## config.mk

```make
export PLATFORM = sky130hd
export DESIGN_NAME = keypad_ctrl_top
export DESIGN_NICKNAME = d
export VERILOG_FILES = /design/src/design/keypad_pkg.sv /design/src/design/keypad_scanner.sv /design/src/design/key_fifo.sv /design/src/design/keypad_regs.sv /design/src/design/keypad_ctrl_top.sv
export SDC_FILE = /design/constraint.sdc
export NUM_CORES = 1
export LEC_CHECK = 0
export BUFFER_PORTS_ARGS = -buffer_cell sky130_fd_sc_hd__buf_4
export CAP_MARGIN = 20
export CORE_AREA = 2 2 100 102
export DETAILED_ROUTE_END_ITERATION = 12
export DIE_AREA = 0 0 102 104
export GPL_TIMING_DRIVEN = 0
export HOLD_SLACK_MARGIN = 0.15
export PLACE_DENSITY = 0.93
export SKIP_CTS_REPAIR_TIMING = 1
export SLEW_MARGIN = 10
export SYNTH_ARGS = -nofsm -noshare
export SYNTH_HDL_FRONTEND = slang
export SYNTH_SLANG_ARGS = --single-unit
```

## constraint.sdc

```tcl
create_clock -name clk -period 6.37 [get_ports clk]
set_input_delay 0.3185 -clock clk [delete_from_list [all_inputs] [get_ports clk]]
set_output_delay 0.3185 -clock clk [all_outputs]
set_load 0.02 [all_outputs]
```

## src/design/keypad_pkg.sv

```systemverilog
package keypad_pkg;

    // ==============================
    // matrix and code geometry
    // ==============================
    localparam int NUM_ROWS   = 4;
    localparam int NUM_COLS   = 4;
    localparam int ROW_IDX_W  = $clog2(NUM_ROWS);
    localparam int COL_IDX_W  = $clog2(NUM_COLS);
    localparam int KEY_CODE_W = ROW_IDX_W + COL_IDX_W;

    // code FIFO.
    localparam int FIFO_DEPTH = 8;
    localparam int FIFO_CNT_W = 4;
    localparam int FIFO_PTR_W = $clog2(FIFO_DEPTH);

    // scan timing.
    localparam int SCAN_DIV_W = 8;
    localparam int DEBOUNCE_W = 16;
    localparam logic [SCAN_DIV_W-1:0] SCAN_DIV_RESET = 8'd99;
    localparam logic [DEBOUNCE_W-1:0] DEBOUNCE_RESET = 16'd200;

    // scanner states, column states must stay contiguous.
    localparam int SCAN_ST_W = 3;
    localparam logic [SCAN_ST_W-1:0] ST_IDLE     = 3'd0;
    localparam logic [SCAN_ST_W-1:0] ST_PRESS_DB = 3'd1;
    localparam logic [SCAN_ST_W-1:0] ST_COL0     = 3'd2;
    localparam logic [SCAN_ST_W-1:0] ST_COL1     = 3'd3;
    localparam logic [SCAN_ST_W-1:0] ST_COL2     = 3'd4;
    localparam logic [SCAN_ST_W-1:0] ST_COL3     = 3'd5;
    localparam logic [SCAN_ST_W-1:0] ST_REL_DB   = 3'd6;
    localparam logic [SCAN_ST_W-1:0] ST_HOLD     = 3'd7;

    // ==============================
    // wishbone register map
    // ==============================
    localparam int WB_ADR_W    = 4;
    localparam int WB_DATA_W   = 32;
    localparam int WB_SEL_W    = 4;
    localparam int REG_ADR_LSB = 2;
    localparam int REG_SEL_W   = 2;
    localparam logic [REG_SEL_W-1:0] REG_STATUS = 2'd0;
    localparam logic [REG_SEL_W-1:0] REG_DATA   = 2'd1;
    localparam logic [REG_SEL_W-1:0] REG_CTRL   = 2'd2;
    localparam logic [REG_SEL_W-1:0] REG_TIMING = 2'd3;

    // field positions.
    localparam int STATUS_NE_BIT   = 0;
    localparam int STATUS_OVF_BIT  = 1;
    localparam int STATUS_CNT_LSB  = 4;
    localparam int DATA_CODE_LSB   = 0;
    localparam int DATA_VALID_BIT  = 8;
    localparam int CTRL_EN_BIT     = 0;
    localparam int CTRL_IRQ_EN_BIT = 1;
    localparam int TIMING_DIV_LSB  = 0;
    localparam int TIMING_DEB_LSB  = 8;

endpackage

```

## src/design/keypad_scanner.sv

```systemverilog
module keypad_scanner import keypad_pkg::*; (
    input  logic                  clk,
    input  logic                  rst_n,
    input  logic                  scan_en,
    input  logic [SCAN_DIV_W-1:0] scan_div,
    input  logic [DEBOUNCE_W-1:0] debounce_ticks,
    input  logic [NUM_ROWS-1:0]   row,
    output logic [NUM_COLS-1:0]   col,
    output logic [KEY_CODE_W-1:0] key_code,
    output logic                  key_valid
);

    logic [SCAN_DIV_W-1:0] div_cnt;
    logic                  tick;
    logic [NUM_ROWS-1:0]   row_meta;
    logic [NUM_ROWS-1:0]   row_sync;
    logic                  row_active;
    logic [ROW_IDX_W-1:0]  row_idx;
    logic [COL_IDX_W-1:0]  col_idx;
    logic                  col_phase;
    logic [SCAN_ST_W-1:0]  state;
    logic [DEBOUNCE_W-1:0] db_cnt;
    logic [DEBOUNCE_W:0]   db_next;
    logic                  db_done;

    // ==============================
    // tick divider and row sampling
    // ==============================
    always_ff @(posedge clk) begin
        if (!rst_n || !scan_en || tick) begin
            div_cnt <= '0;
        end else begin
            div_cnt <= div_cnt + 1'b1;
        end
    end

    assign tick = scan_en && (div_cnt == scan_div);

    // two-flop synchronizer, so scan_div should be at least 2.
    always_ff @(posedge clk) begin
        if (!rst_n) begin
            row_meta <= '1;
            row_sync <= '1;
        end else begin
            row_meta <= row;
            row_sync <= row_meta;
        end
    end

    assign row_active = ~&row_sync;

    // lowest active row wins.
    always_comb begin
        row_idx = '0;
        for (int i = NUM_ROWS - 1; i >= 0; i--) begin
            if (!row_sync[i]) begin
                row_idx = ROW_IDX_W'(i);
            end
        end
    end

    // ==============================
    // column drive
    // ==============================
    always_comb begin
        col_phase = 1'b1;
        col_idx   = '0;
        case (state)
            ST_COL0: col_idx = COL_IDX_W'(0);
            ST_COL1: col_idx = COL_IDX_W'(1);
            ST_COL2: col_idx = COL_IDX_W'(2);
            ST_COL3: col_idx = COL_IDX_W'(3);
            default: col_phase = 1'b0;
        endcase
    end

    // all columns low outside the scan so any key pulls a row down.
    always_comb begin
        col = '0;
        if (!scan_en) begin
            col = '1;
        end else if (col_phase) begin
            col          = '1;
            col[col_idx] = 1'b0;
        end
    end

    // ==============================
    // scan state machine
    // ==============================
    assign db_next = {1'b0, db_cnt} + 1'b1;
    assign db_done = db_next >= {1'b0, debounce_ticks};

    always_ff @(posedge clk) begin
        if (!rst_n || !scan_en) begin
            state     <= ST_IDLE;
            db_cnt    <= '0;
            key_valid <= 1'b0;
        end else begin
            key_valid <= 1'b0;
            if (tick) begin
                case (state)
                    ST_IDLE: begin
                        db_cnt <= '0;
                        if (row_active) begin
                            state <= ST_PRESS_DB;
                        end
                    end
                    ST_PRESS_DB: begin
                        if (!row_active) begin
                            state <= ST_IDLE;
                        end else if (db_done) begin
                            state  <= ST_COL0;
                            db_cnt <= '0;
                        end else begin
                            db_cnt <= db_next[DEBOUNCE_W-1:0];
                        end
                    end
                    ST_COL0, ST_COL1, ST_COL2, ST_COL3: begin
                        if (row_active) begin
                            state     <= ST_REL_DB;
                            key_valid <= 1'b1;
                        end else if (state == ST_COL3) begin
                            state <= ST_IDLE;
                        end else begin
                            state <= state + 1'b1;
                        end
                    end
                    ST_REL_DB: begin
                        if (row_active) begin
                            state  <= ST_HOLD;
                            db_cnt <= '0;
                        end else if (db_done) begin
                            state <= ST_IDLE;
                        end else begin
                            db_cnt <= db_next[DEBOUNCE_W-1:0];
                        end
                    end
                    ST_HOLD: begin
                        // key still down, wait for the next release.
                        if (!row_active) begin
                            state <= ST_REL_DB;
                        end
                    end
                    default: state <= ST_IDLE;
                endcase
            end
        end
    end

    always_ff @(posedge clk) begin
        if (tick && col_phase && row_active) begin
            key_code <= {row_idx, col_idx};
        end
    end

endmodule

```

## src/design/key_fifo.sv

```systemverilog
module key_fifo import keypad_pkg::*; (
    input  logic                  clk,
    input  logic                  rst_n,
    input  logic                  push,
    input  logic [KEY_CODE_W-1:0] push_code,
    input  logic                  pop,
    input  logic                  clear_ovf,
    output logic [KEY_CODE_W-1:0] head_code,
    output logic [FIFO_CNT_W-1:0] fifo_count,
    output logic                  overflow
);

    logic [KEY_CODE_W-1:0] mem [FIFO_DEPTH];
    logic [FIFO_PTR_W-1:0] wr_ptr;
    logic [FIFO_PTR_W-1:0] rd_ptr;
    logic                  full;
    logic                  empty;
    logic                  do_push;
    logic                  do_pop;

    assign full    = fifo_count == FIFO_CNT_W'(FIFO_DEPTH);
    assign empty   = fifo_count == '0;
    assign do_pop  = pop && !empty;
    // a pop frees the slot for a push in the same cycle.
    assign do_push = push && (!full || do_pop);

    always_ff @(posedge clk) begin
        if (!rst_n) begin
            wr_ptr     <= '0;
            rd_ptr     <= '0;
            fifo_count <= '0;
            overflow   <= 1'b0;
        end else begin
            if (do_push) begin
                wr_ptr <= wr_ptr + 1'b1;
            end
            if (do_pop) begin
                rd_ptr <= rd_ptr + 1'b1;
            end
            if (do_push && !do_pop) begin
                fifo_count <= fifo_count + 1'b1;
            end else if (do_pop && !do_push) begin
                fifo_count <= fifo_count - 1'b1;
            end
            // a dropped push wins over a clear in the same cycle.
            if (push && !do_push) begin
                overflow <= 1'b1;
            end else if (clear_ovf) begin
                overflow <= 1'b0;
            end
        end
    end

    always_ff @(posedge clk) begin
        if (do_push) begin
            mem[wr_ptr] <= push_code;
        end
    end

    assign head_code = mem[rd_ptr];

endmodule

```

## src/design/keypad_regs.sv

```systemverilog
module keypad_regs import keypad_pkg::*; (
    input  logic                  clk,
    input  logic                  rst_n,
    input  logic                  wb_cyc,
    input  logic                  wb_stb,
    input  logic                  wb_we,
    input  logic [WB_ADR_W-1:0]   wb_adr,
    input  logic [WB_DATA_W-1:0]  wb_dat_w,
    input  logic [WB_SEL_W-1:0]   wb_sel,
    output logic [WB_DATA_W-1:0]  wb_dat_r,
    output logic                  wb_ack,
    input  logic [KEY_CODE_W-1:0] head_code,
    input  logic [FIFO_CNT_W-1:0] fifo_count,
    input  logic                  overflow,
    output logic                  scan_en,
    output logic [SCAN_DIV_W-1:0] scan_div,
    output logic [DEBOUNCE_W-1:0] debounce_ticks,
    output logic                  pop,
    output logic                  clear_ovf,
    output logic                  irq
);

    logic [REG_SEL_W-1:0] reg_sel;
    logic                 access;
    logic                 wr_access;
    logic                 rd_access;
    logic                 irq_en;
    logic                 not_empty;

    // byte lanes in wb_sel are not decoded, every write is a full word.
    assign reg_sel   = wb_adr[REG_ADR_LSB +: REG_SEL_W];
    assign access    = wb_cyc && wb_stb && wb_ack;
    assign wr_access = access && wb_we;
    assign rd_access = access && !wb_we;
    assign not_empty = fifo_count != '0;

    // ==============================
    // bus handshake
    // ==============================
    always_ff @(posedge clk) begin
        if (!rst_n) begin
            wb_ack <= 1'b0;
        end else begin
            wb_ack <= wb_cyc && wb_stb && !wb_ack;
        end
    end

    always_ff @(posedge clk) begin
        if (!rst_n) begin
            scan_en        <= 1'b0;
            irq_en         <= 1'b0;
            scan_div       <= SCAN_DIV_RESET;
            debounce_ticks <= DEBOUNCE_RESET;
        end else if (wr_access) begin
            case (reg_sel)
                REG_CTRL: begin
                    scan_en <= wb_dat_w[CTRL_EN_BIT];
                    irq_en  <= wb_dat_w[CTRL_IRQ_EN_BIT];
                end
                REG_TIMING: begin
                    scan_div       <= wb_dat_w[TIMING_DIV_LSB +: SCAN_DIV_W];
                    debounce_ticks <= wb_dat_w[TIMING_DEB_LSB +: DEBOUNCE_W];
                end
                default: begin
                end
            endcase
        end
    end

    // pop and clear land on the edge that ends the ack cycle.
    assign pop       = rd_access && (reg_sel == REG_DATA);
    assign clear_ovf = wr_access && (reg_sel == REG_STATUS) && wb_dat_w[STATUS_OVF_BIT];

    always_comb begin
        wb_dat_r = '0;
        case (reg_sel)
            REG_STATUS: begin
                wb_dat_r[STATUS_NE_BIT]                   = not_empty;
                wb_dat_r[STATUS_OVF_BIT]                  = overflow;
                wb_dat_r[STATUS_CNT_LSB +: FIFO_CNT_W]    = fifo_count;
            end
            REG_DATA: begin
                wb_dat_r[DATA_CODE_LSB +: KEY_CODE_W]     = head_code;
                wb_dat_r[DATA_VALID_BIT]                  = not_empty;
            end
            REG_CTRL: begin
                wb_dat_r[CTRL_EN_BIT]                     = scan_en;
                wb_dat_r[CTRL_IRQ_EN_BIT]                 = irq_en;
            end
            default: begin
                wb_dat_r[TIMING_DIV_LSB +: SCAN_DIV_W]    = scan_div;
                wb_dat_r[TIMING_DEB_LSB +: DEBOUNCE_W]    = debounce_ticks;
            end
        endcase
    end

    // level interrupt while codes are waiting.
    always_ff @(posedge clk) begin
        if (!rst_n) begin
            irq <= 1'b0;
        end else begin
            irq <= irq_en && not_empty;
        end
    end

endmodule

```

## src/design/keypad_ctrl_top.sv

```systemverilog
module keypad_ctrl_top import keypad_pkg::*; (
    input  logic                 clk,
    input  logic                 rst_n,
    input  logic                 wb_cyc,
    input  logic                 wb_stb,
    input  logic                 wb_we,
    input  logic [WB_ADR_W-1:0]  wb_adr,
    input  logic [WB_DATA_W-1:0] wb_dat_w,
    input  logic [WB_SEL_W-1:0]  wb_sel,
    output logic [WB_DATA_W-1:0] wb_dat_r,
    output logic                 wb_ack,
    input  logic [NUM_ROWS-1:0]  row,
    output logic [NUM_COLS-1:0]  col,
    output logic                 irq
);

    logic                  scan_en;
    logic [SCAN_DIV_W-1:0] scan_div;
    logic [DEBOUNCE_W-1:0] debounce_ticks;
    logic [KEY_CODE_W-1:0] key_code;
    logic                  key_valid;
    logic                  pop;
    logic                  clear_ovf;
    logic [KEY_CODE_W-1:0] head_code;
    logic [FIFO_CNT_W-1:0] fifo_count;
    logic                  overflow;

    keypad_regs i_keypad_regs (
        .clk            (clk),
        .rst_n          (rst_n),
        .wb_cyc         (wb_cyc),
        .wb_stb         (wb_stb),
        .wb_we          (wb_we),
        .wb_adr         (wb_adr),
        .wb_dat_w       (wb_dat_w),
        .wb_sel         (wb_sel),
        .wb_dat_r       (wb_dat_r),
        .wb_ack         (wb_ack),
        .head_code      (head_code),
        .fifo_count     (fifo_count),
        .overflow       (overflow),
        .scan_en        (scan_en),
        .scan_div       (scan_div),
        .debounce_ticks (debounce_ticks),
        .pop            (pop),
        .clear_ovf      (clear_ovf),
        .irq            (irq)
    );

    keypad_scanner i_keypad_scanner (
        .clk            (clk),
        .rst_n          (rst_n),
        .scan_en        (scan_en),
        .scan_div       (scan_div),
        .debounce_ticks (debounce_ticks),
        .row            (row),
        .col            (col),
        .key_code       (key_code),
        .key_valid      (key_valid)
    );

    // scanner never stalls, full FIFO drops and flags overflow.
    key_fifo i_key_fifo (
        .clk        (clk),
        .rst_n      (rst_n),
        .push       (key_valid),
        .push_code  (key_code),
        .pop        (pop),
        .clear_ovf  (clear_ovf),
        .head_code  (head_code),
        .fifo_count (fifo_count),
        .overflow   (overflow)
    );

endmodule

```

# Word level (Yosys, flattened, before mapping)
# Memories as Yosys holds them, arrays and structs flattened. A register that Yosys moved wholly into a read port is not among the register bits.
# Cells that the tools add are included.
[totals]
in_bits = 49
romBits = 0
n_memories = 1
elab_cells = 136
ram_bits = 32
latch_bits = 0
ff_bits = 79
[mem_list]
columns = ["memory", "words", "word_bits", "read_ports", "rd_ports_with_merged_regs", "wr", "line", "rtl"]
rows = [
  ["i_key_fifo.mem", 8, 4, 1, 1, 1, "key_fifo.sv:13", "logic [KEY_CODE_W-1:0] mem [FIFO_DEPTH];"],
]
[op_classes]
mux = 37
n_mul = 0
n_addsub = 7
shift = 0
n_bitwise = 3
n_reduce_logical = 48
div = 0
eq_ne = 18
magnitude_cmp = 3
[ops]
columns = ["operator", "n"]
rows = [
  ["16-bit two-way mux", 4],
  ["16-bit case mux with 3 select lines", 1],
  ["3-bit two-way mux", 10],
  ["1-bit logical AND", 18],
  ["16-bit by 1-bit adder with 17-bit output, second input constant", 1],
  ["17-bit by 16-bit greater-or-equal comparator with 1-bit output", 1],
  ["4-bit two-way mux", 4],
  ["15-bit two-way mux", 1],
  ["3-bit case mux with 5 select lines", 1],
  ["3-bit equality test, second input constant", 4],
  ["2-bit case mux with 3 select lines", 2],
  ["3-bit by 1-bit adder with 3-bit output, second input constant", 3],
  ["1-bit zero test", 9],
  ["8-bit by 1-bit adder with 8-bit output, second input constant", 1],
  ["8-bit equality test", 1],
  ["1-bit two-way mux", 8],
  ["4-bit case mux with 2 select lines", 1],
  ["4-bit AND reduction", 2],
  ["3-bit by 2-bit equality test with 1-bit output, second input constant", 2],
  ["2-bit AND reduction", 3],
  ["3-bit OR reduction", 2],
  ["5-bit AND reduction", 1],
  ["4-bit by 1-bit adder with 4-bit output, second input constant", 1],
  ["2-bit equality test, second input constant", 2],
  ["other kinds (26)", 33],
]

# Depth between registers and ports, before layout
# Gate-level depths: netlist (run 1).
[logic_depth]
word_depth = 11
mapped_depth = 17

# By module
# Synthesis (run 1) repeated with hierarchy kept, for this count alone.
[unflattened]
cells_unflattened = 607
area_unflattened_um2 = 6023.3
[by_module_without_submodules]
columns = ["mod", "seq_area_each_um2", "instances", "cells_per_inst", "area_each_um2"]
rows = [
  ["keypad_scanner", 840.8, 1, 316, 2612.5],
  ["key_fifo", 1241.2, 1, 122, 1919.3],
  ["keypad_regs", 560.5, 1, 169, 1491.4],
]

# Worst setup path before layout (run 1)
# Ideal clock, no wire load.
[synth_timing]
kind = "reg2reg"
startpoint = "register i_keypad_scanner.db_cnt[0]"
endpoint = "register i_keypad_scanner.db_cnt[0]"
arrival_time_ns = 3.311
n_path_buf = 1
required_ns = 6.297
setup_slack_ns = 2.986
synth_period_minus_slack_ns = 3.384
path_stages_with_launch = 17
setup_ns = 0.073
path_cell_list = "dfxtp_1 > ha_1 > nand3_1 > nor4_1 > and3_1 > and3_1 > nor2_1 > or2_2 > ha_1 > a21oi_1 > nor2b_1 > a211oi_2 > nand4_1 > nor3_2 > buf_4 > inv_1 > mux2i_4"
[synth_via]
elab_chain_len = 5
elab_cells_between_ends = 9
cone_classes = "add/sub (1); order compare (1); eq/ne (1); mux (5); reduce/logical (1)"
[synth_rtl]
columns = ["element", "line", "rtl"]
rows = [
  ["from (decl)", "keypad_scanner.sv:22", "logic [DEBOUNCE_W-1:0] db_cnt;"],
  ["from (signal assigned)", "keypad_scanner.sv:116", "db_cnt <= db_next[DEBOUNCE_W-1:0];"],
  ["from (signal assigned)", "keypad_scanner.sv:136", "db_cnt <= db_next[DEBOUNCE_W-1:0];"],
  ["16-bit by 1-bit adder with 17-bit output *", "keypad_scanner.sv:91", "assign db_next = {1'b0, db_cnt} + 1'b1;"],
  ["17-bit by 16-bit greater-or-equal comparator with 1-bit output", "keypad_scanner.sv:92", "assign db_done = db_next >= {1'b0, debounce_ticks};"],
  ["16-bit two-way mux", "keypad_scanner.sv:112", "end else if (db_done) begin"],
  ["16-bit two-way mux", "keypad_scanner.sv:110", "if (!row_active) begin"],
  ["16-bit case mux with 3 select lines", "keypad_scanner.sv:102", "case (state)"],
]
# Mark *: on every way between the ends. The rest lies on a longest branch, timed or not. The select of a mux whose other input is x is not followed.
# A chain may end at the register's enable or synchronous reset.

# Worst setup path after layout (run 1)
# Same ends and word-level chain as after synthesis.

==> flow_metrics.env, run 1 <==
export IMPL_postSynthCellCount=604
export IMPL_irDropWorstVdd_uv=157.0
export IMPL_fin_crit_sh_pct=65.44
export IMPL_ys_ff_latch=114
export IMPL_numPortBuffers=63
export IMPL_cp_end_kind="flip-flop"
export IMPL_maxCapViolations=0
export IMPL_dp_cells=807
export IMPL_worst_hold_slack_ns=0.1649
export IMPL_arrival_ns=4.64
export IMPL_clock_latency_ns=0.54
export IMPL_dieArea_um2=10610
export IMPL_cts_buffers=17
export IMPL_antenna_found_initial=2
export IMPL_rsz0062_at_grt="false"
export IMPL_seq_power_share_pct=40.8
export IMPL_fin_crit_ns=4.168
export IMPL_syn_area_um2=5781
export IMPL_synth_seq_area_share_pct=45.71
export IMPL_grt_usage_pct=32.74
export IMPL_area_growth_pct=27.14
export IMPL_wirelength_mm=18.82
export IMPL_final_max_slew_viol_count=0
export IMPL_fillers=521
export IMPL_wl_per_cell_um=21.65
export IMPL_powerDensity_nw_per_um2=249.7
export IMPL_status="finished clean"
export IMPL_p_comb_share_pct=4.4
export IMPL_dr_total_vias=5452
export IMPL_finalNonFillerCells=869
export IMPL_switching_share_pct=22.56
export IMPL_drt_iter0_drc=546
export IMPL_ys_types=59
export IMPL_worst_pin_slew_ns=0.8792
export IMPL_finish_net_count=797
export IMPL_core_um2=9549
export IMPL_setup_tns_ns=0
export IMPL_cts_buffer_depth=2
export IMPL_io_pins=87
export IMPL_cp_startpoint="i_keypad_scanner.db_cnt[0]$_SDFFE_PP0P_"
export IMPL_clkSinkCount=114
export IMPL_finalHoldViolCount=0
export IMPL_required_ns=6.84
export IMPL_final_area_um2=7350
export IMPL_die_y_um=104
export IMPL_hold_class="in -> reg"
export IMPL_grt_max_degree=17
export IMPL_synth_async_reset_ratio_pct=0
export IMPL_yosys_warnings=0
export IMPL_worstSetupStartpointType="flip-flop"
export IMPL_finalWeightedCongestion=0.8988
export IMPL_rr_endpoint="i_keypad_scanner.db_cnt[0]$_SDFFE_PP0P_"
export IMPL_placed_area_um2=6446
export IMPL_path_class="reg -> reg"
export IMPL_clkPwrFrac_pct=54.7
export IMPL_drc=0
export IMPL_overflow=0
export IMPL_worstPathMaxFanout=10
export IMPL_reg2reg_slack_ns=2.20
export IMPL_synth_edf_count=36
export IMPL_clk_pin_slew_worst_paths_ns=0.06
export IMPL_p_int_mw=1.421
export IMPL_synthFlopType="dfxtp_1"
export IMPL_rr_worst_depth=16
export IMPL_num_rows=36
export IMPL_drive_gt1_share_pct=19.73
export IMPL_fmax_ghz=0.2399
export IMPL_first_pass_iters=6
export IMPL_crit_path_end="i_keypad_scanner.db_cnt[0]$_SDFFE_PP0P_"
export IMPL_cts_root_buf="clkbuf_8"
export IMPL_htree_levels=4
export IMPL_start_util_pct=60.53
export IMPL_grt_pass1_wl_mm=26.46
export IMPL_grt_pass1_vias=5155
export IMPL_power_switching_mw=0.4140
export IMPL_p_leak_nw=2.996
export IMPL_setup_violations=0
export IMPL_synth_area_per_cell_um2=9.570
export IMPL_dpl_hpwl_mm=10.56
export IMPL_drtAntennaViolNets=0
export IMPL_vias_per_cell=6.274
export IMPL_fin_skew_ns=0.01085
export IMPL_cts_tree="built"
export IMPL_die_w_um=102
export IMPL_slew_headroom_pct=41.11
export IMPL_worstReg2RegStart="i_keypad_scanner.db_cnt[0]$_SDFFE_PP0P_"
layout by cell type (no fill, tap or decap), types with 7 or more instances in the layout:
cell	count
a21boi_0	23
a21oi_1	14
and2_1	15
and3_1	13
buf_4	72
clkbuf_1	16
clkbuf_16	17
conb_1	8
dfxtp_1	78
dlygate4sd3_1	29
edfxtp_1	36
ha_1	25
inv_1	38
mux2i_1	9
mux4_2	10
nand2_1	76
nand2b_1	15
nand3_1	17
nand4_1	8
nor2_1	51
nor2b_1	7
nor3_1	10
o21ai_0	29
o21ai_1	8
or2_2	13
xnor2_1	19
cells by family after synthesis:
logic type / Yosys count / share of synthesized area [%]
AOI/OAI and AO/OA: 103 / 12.14
and+or+nand+nor: 244 / 20.84
other: 1 / 0.06487
muxes: 22 / 6.234
DFF: 114 / 45.71
xor gates and xnor gates: 24 / 3.636
buffers and inverters: 70 / 5.606
adders and majority gates: 26 / 5.758
critical path: stages (launching register included):
cell and delay (ns):
dfxtp_1 0.48, ha_1 0.28, nand3_1 0.22, nor4_1 0.49, and3_1 0.25, and3_1 0.17
nor2_1 0.05, or2_2 0.29, ha_1 0.30, a21oi_1 0.17, nor2b_1 0.08, a211oi_2 0.26
nand4_1 0.18, nor3_2 0.41, buf_4 0.27, inv_1 0.08, mux2i_4 0.12
power groups by stage:
stage,Combinational (mW),Sequential [mW],Clock [mW]
2_1_floorplan,0.0331,0.765,0
3_3_place_gp,0.0607,0.765,0
3_5_place_dp,0.0627,0.765,0
4_1_cts,0.0639,0.750,0.980
5_1_grt,0.0858,0.750,1.03
6_report,0.0813,0.749,1.00
per-stage QoR:
stage               setup WS (ns)  utilization [%]  power [mW]
finish                      2.202            76.97       1.835
global route                1.816            76.97       1.863
CTS                         2.268            73.90       1.794
detailed placement          2.310            67.51      0.8278
global placement            2.428            67.51      0.8255
floorplan                   2.986                -      0.7980
Yosys cell counts (all sizes together) (3+ instances only):
master | n | share of area (%)
ha | 25 | 5.4
nor2 | 51 | 3.3
nand2 | 76 | 4.9
xor2 | 5 | 0.76
and3 | 14 | 1.5
nor2b | 7 | 0.76
a22o | 4 | 0.61
nand3 | 17 | 1.5
a21o | 3 | 0.39
clkbuf | 15 | 0.97
mux4 | 10 | 3.9
o21ai | 39 | 3.5
a21boi | 23 | 3.0
nor3 | 11 | 1.0
xnor2 | 19 | 2.9
o211ai | 3 | 0.39
buf | 16 | 2.1
and4 | 3 | 0.45
mux2i | 10 | 1.9
nand4 | 9 | 1.1
o2bb2ai | 3 | 0.67
a31oi | 4 | 0.43
and2 | 16 | 1.7
dfxtp | 78 | 27
or2 | 14 | 1.5
edfxtp | 36 | 19
nand2b | 16 | 1.8
a21oi | 14 | 1.2
nor4 | 5 | 0.54
inv | 38 | 2.5
state kept, by name, summed over array words and instances (netlist names), named ones only:
register / cells
i_key_fifo.fifo_count: 4
i_keypad_regs.scan_en: 1
i_keypad_regs.irq: 1
i_keypad_regs.debounce_ticks: 16
i_key_fifo.wr_ptr: 3
i_keypad_scanner.div_cnt: 8
i_key_fifo.mem: 32
i_keypad_scanner.row_sync: 4
i_keypad_scanner.state: 3
i_keypad_scanner.key_code: 4
i_key_fifo.overflow: 1
i_keypad_scanner.db_cnt: 16
i_keypad_regs.wb_ack: 1
i_keypad_scanner.key_valid: 1
i_keypad_regs.irq_en: 1
i_key_fifo.rd_ptr: 3
i_keypad_scanner.row_meta: 4
i_keypad_regs.scan_div: 8
worst min-delay path by stage:
| stage | cells after the start | start | slack (ns) | endpoint |
|---|---|---|---|---|
| 2_1_floorplan | 1 | i_keypad_scanner.row_meta[0]$_SDFF_PN1_ | 0.39 | i_keypad_scanner.row_sync[0]$_SDFF_PN1_ |
| 3_3_place_gp | 1 | i_keypad_scanner.row_meta[3]$_SDFF_PN1_ | 0.39 | i_keypad_scanner.row_sync[3]$_SDFF_PN1_ |
| 3_5_place_dp | 1 | i_keypad_scanner.row_meta[0]$_SDFF_PN1_ | 0.39 | i_keypad_scanner.row_sync[0]$_SDFF_PN1_ |
| 4_1_cts | 2 | row[1] | -0.04 | i_keypad_scanner.row_meta[1]$_SDFF_PN1_ |
| 5_1_grt | 4 | wb_we | 0.22 | i_keypad_regs.scan_div[7]$_SDFFE_PN0P_ |
| 6_report | 3 | wb_dat_w[1] | 0.16 | i_keypad_regs.irq_en$_SDFFE_PN0P_ |
final cells by class:
type / count / area (um^2) / share of cell area [%]
timing repair buffer: 92 / 763.2 / 10.38
sequential: 114 / 2643 / 35.95
multi-input combinational: 427 / 2840 / 38.64
buffer: 31 / 177.7 / 2.417
inverter: 39 / 146.4 / 1.992
antenna: 1 / 2.502 / 0.03405
tap: 133 / 166.4 / 2.264
clock inverter: 12 / 153.9 / 2.094
clock buffer: 20 / 456.7 / 6.214
per-layer routing:
layer,track usage [%],vias to the layer above,wire length [um]
met2,52.87,437,9076
met1,36.65,2543,6436
met5,0,-,13
li1,-,2325,-
met3,11.29,145,1879
met4,19.90,2,1410
No activity file was read; power rests on OpenSTA's default activity.
==> run 2, diff against run 1 <==
Settings changed: CORE_AREA 2 2 100 102 to 2 2 104 106, DIE_AREA 0 0 102 104 to 0 0 106 108, PLACE_DENSITY 0.93 to 0.88.
Clock period 6.37 ns to 4.2 ns, I/O delays scaled along.
==> flow_metrics.env, run 2 (synthesis gave the netlist of run 1 again) <==
export IMPL_status="finished clean"
export IMPL_numPortBuffers=63
export IMPL_io_pins=87
export IMPL_area_growth_pct=27.29
export IMPL_fmax_ghz=0.2569
export IMPL_cts_buffer_depth=2
export IMPL_dpl_hpwl_mm=9.898
export IMPL_num_rows=37
export IMPL_grt_pass1_vias=4695
export IMPL_overflow=0
export IMPL_hold_class="in -> reg"
export IMPL_required_ns=4.63
export IMPL_clock_latency_ns=0.53
export IMPL_final_area_um2=7358
export IMPL_p_int_mw=2.051
export IMPL_worst_pin_slew_ns=0.8309
export IMPL_worstPathMaxFanout=10
export IMPL_finalWeightedCongestion=0.8842
export IMPL_fin_crit_sh_pct=92.69
export IMPL_worstSetupStartpointType="flip-flop"
export IMPL_maxCapViolations=0
export IMPL_worst_hold_slack_ns=0.1437
export IMPL_placed_area_um2=6450
export IMPL_clkSinkCount=114
export IMPL_finish_net_count=799
export IMPL_antennaDiodeCount=0
export IMPL_cpMaxStageDelayCell="dfxtp_1"
export IMPL_largestRegisters="i_key_fifo.mem (32), i_keypad_regs.debounce_ticks (16), i_keypad_scanner.db_cnt (16)"
export IMPL_layout_commonest_cell="dfxtp_1"
export IMPL_fin_skew_ns=0.009995
export IMPL_largest_register="i_key_fifo.mem"
export IMPL_arrival_ns=4.32
export IMPL_vias_per_cell=5.714
export IMPL_cts_tree="built"
export IMPL_drtAntennaViolNets=0
export IMPL_multi_input_area_um2=2867
export IMPL_power_switching_mw=0.6011
export IMPL_drc=0
export IMPL_cp_end_kind="flip-flop"
export IMPL_slew_headroom_pct=44.18
export IMPL_largest_reg_flops=32
export IMPL_dr_total_vias=4988
export IMPL_core_um2=10230
export IMPL_max_stage_delay_ns=0.43
export IMPL_p_leak_nw=3.002
export IMPL_grt_usage_pct=25.01
export IMPL_path_cells="ha_1 > nand3_2 > nor4_4 > and3_1 > and3_1 > nor2_1 > or2_2 > ha_1 > a21oi_1 > nor2b_1 > a211oi_2 > nand4_1 > nor3_4 > buf_4 > nand2_1 > o21ai_0"
export IMPL_setup_violations=0
export IMPL_htree_levels=4
export IMPL_die_y_um=108
export IMPL_layout_common_cells="dfxtp_1, nand2_1, buf_4"
export IMPL_final_max_slew_viol_count=0
export IMPL_dieArea_um2=11450
export IMPL_grt_pass1_wl_mm=22.11
export IMPL_fillers=658
export IMPL_regArea_um2=2643
export IMPL_reg2reg_slack_ns=0.31
export IMPL_powerDensity_nw_per_um2=360.4
export IMPL_antenna_found_initial=0
export IMPL_irDropWorstVdd_uv=194.6
export IMPL_switching_share_pct=22.66
export IMPL_clkPwrFrac_pct=52.6
export IMPL_wl_per_cell_um=17.45
export IMPL_finalHoldViolCount=0
export IMPL_p_comb_share_pct=4.6
export IMPL_drt_iter0_drc=342
export IMPL_clk_pin_slew_worst_paths_ns=0.06
export IMPL_grt_max_degree=17
export IMPL_path_class="reg -> reg"
export IMPL_drive_gt1_share_pct=20.08
export IMPL_first_pass_iters=7
export IMPL_start_util_pct=56.50
export IMPL_cts_root_buf="clkbuf_8"
export IMPL_wirelength_mm=15.23
export IMPL_die_w_um=106
export IMPL_fin_crit_ns=3.893
export IMPL_seq_power_share_pct=42.9
export IMPL_cts_buffers=17
## run 2: area by class of cell
cell class	count	area share, %
Tap cell	136	2.313
Sequential cell	114	35.91
Multi-Input combinational cell	427	38.96
Clock inverter	14	2.091
Timing Repair Buffer	94	10.64
Buffer	31	2.415
Inverter	39	1.989
Clock buffer	18	5.679
## run 2: metrics by stage
step	instances	total power, mW	setup WS, ns	TNS (ns)	util, %
after floorplan	611	1.210	0.8163	0	-
after global placement	810	1.253	0.2582	0	63.04
after detailed placement	810	1.254	0.2085	0	63.04
after global routing	873	2.711	-0.01221	-0.01221	71.92
after CTS	842	2.621	0.1460	0	68.63
final	873	2.652	0.3068	0	71.92
## run 2: critical path: cells and delay by family (launching register included)
kind | cells | cell delay (ns)
DFF | 1 | 0.43
and+or+nand+nor | 10 | 1.98
buffers and inverters | 1 | 0.24
adders and majority gates | 2 | 0.58
AOI/OAI and AO/OA | 3 | 0.57
## run 2: worst paths after layout
path	start	endpoint	cells after the start
setup / recovery	i_keypad_scanner.db_cnt[0]$_SDFFE_PP0P_	i_keypad_scanner.db_cnt[1]$_SDFFE_PP0P_	16
setup reg to reg	i_keypad_scanner.db_cnt[0]$_SDFFE_PP0P_	i_keypad_scanner.db_cnt[1]$_SDFFE_PP0P_	16
hold / removal	wb_we	i_keypad_regs.scan_div[7]$_SDFFE_PN0P_	4
hold reg to reg	i_keypad_scanner.row_meta[1]$_SDFF_PN1_	i_keypad_scanner.row_sync[1]$_SDFF_PN1_	1
## run 2: metal layers
layer,share of wire [%],global-route usage (%),wire (um),up-vias
met2,50,43.00,7640,256
met3,7.8,6.209,1189,73
met5,0,0,0,-
met1,38,29.13,5742,2330
li1,-,-,-,2329
met4,4.3,12.97,659,0
## run 2: power groups by stage
stage	logic, mW	registers, mW	clock network (mW)
2_1_floorplan	0.0502	1.16	0
3_3_place_gp	0.0929	1.16	0
3_5_place_dp	0.0940	1.16	0
4_1_cts	0.0946	1.14	1.39
5_1_grt	0.128	1.14	1.45
6_report	0.121	1.14	1.39
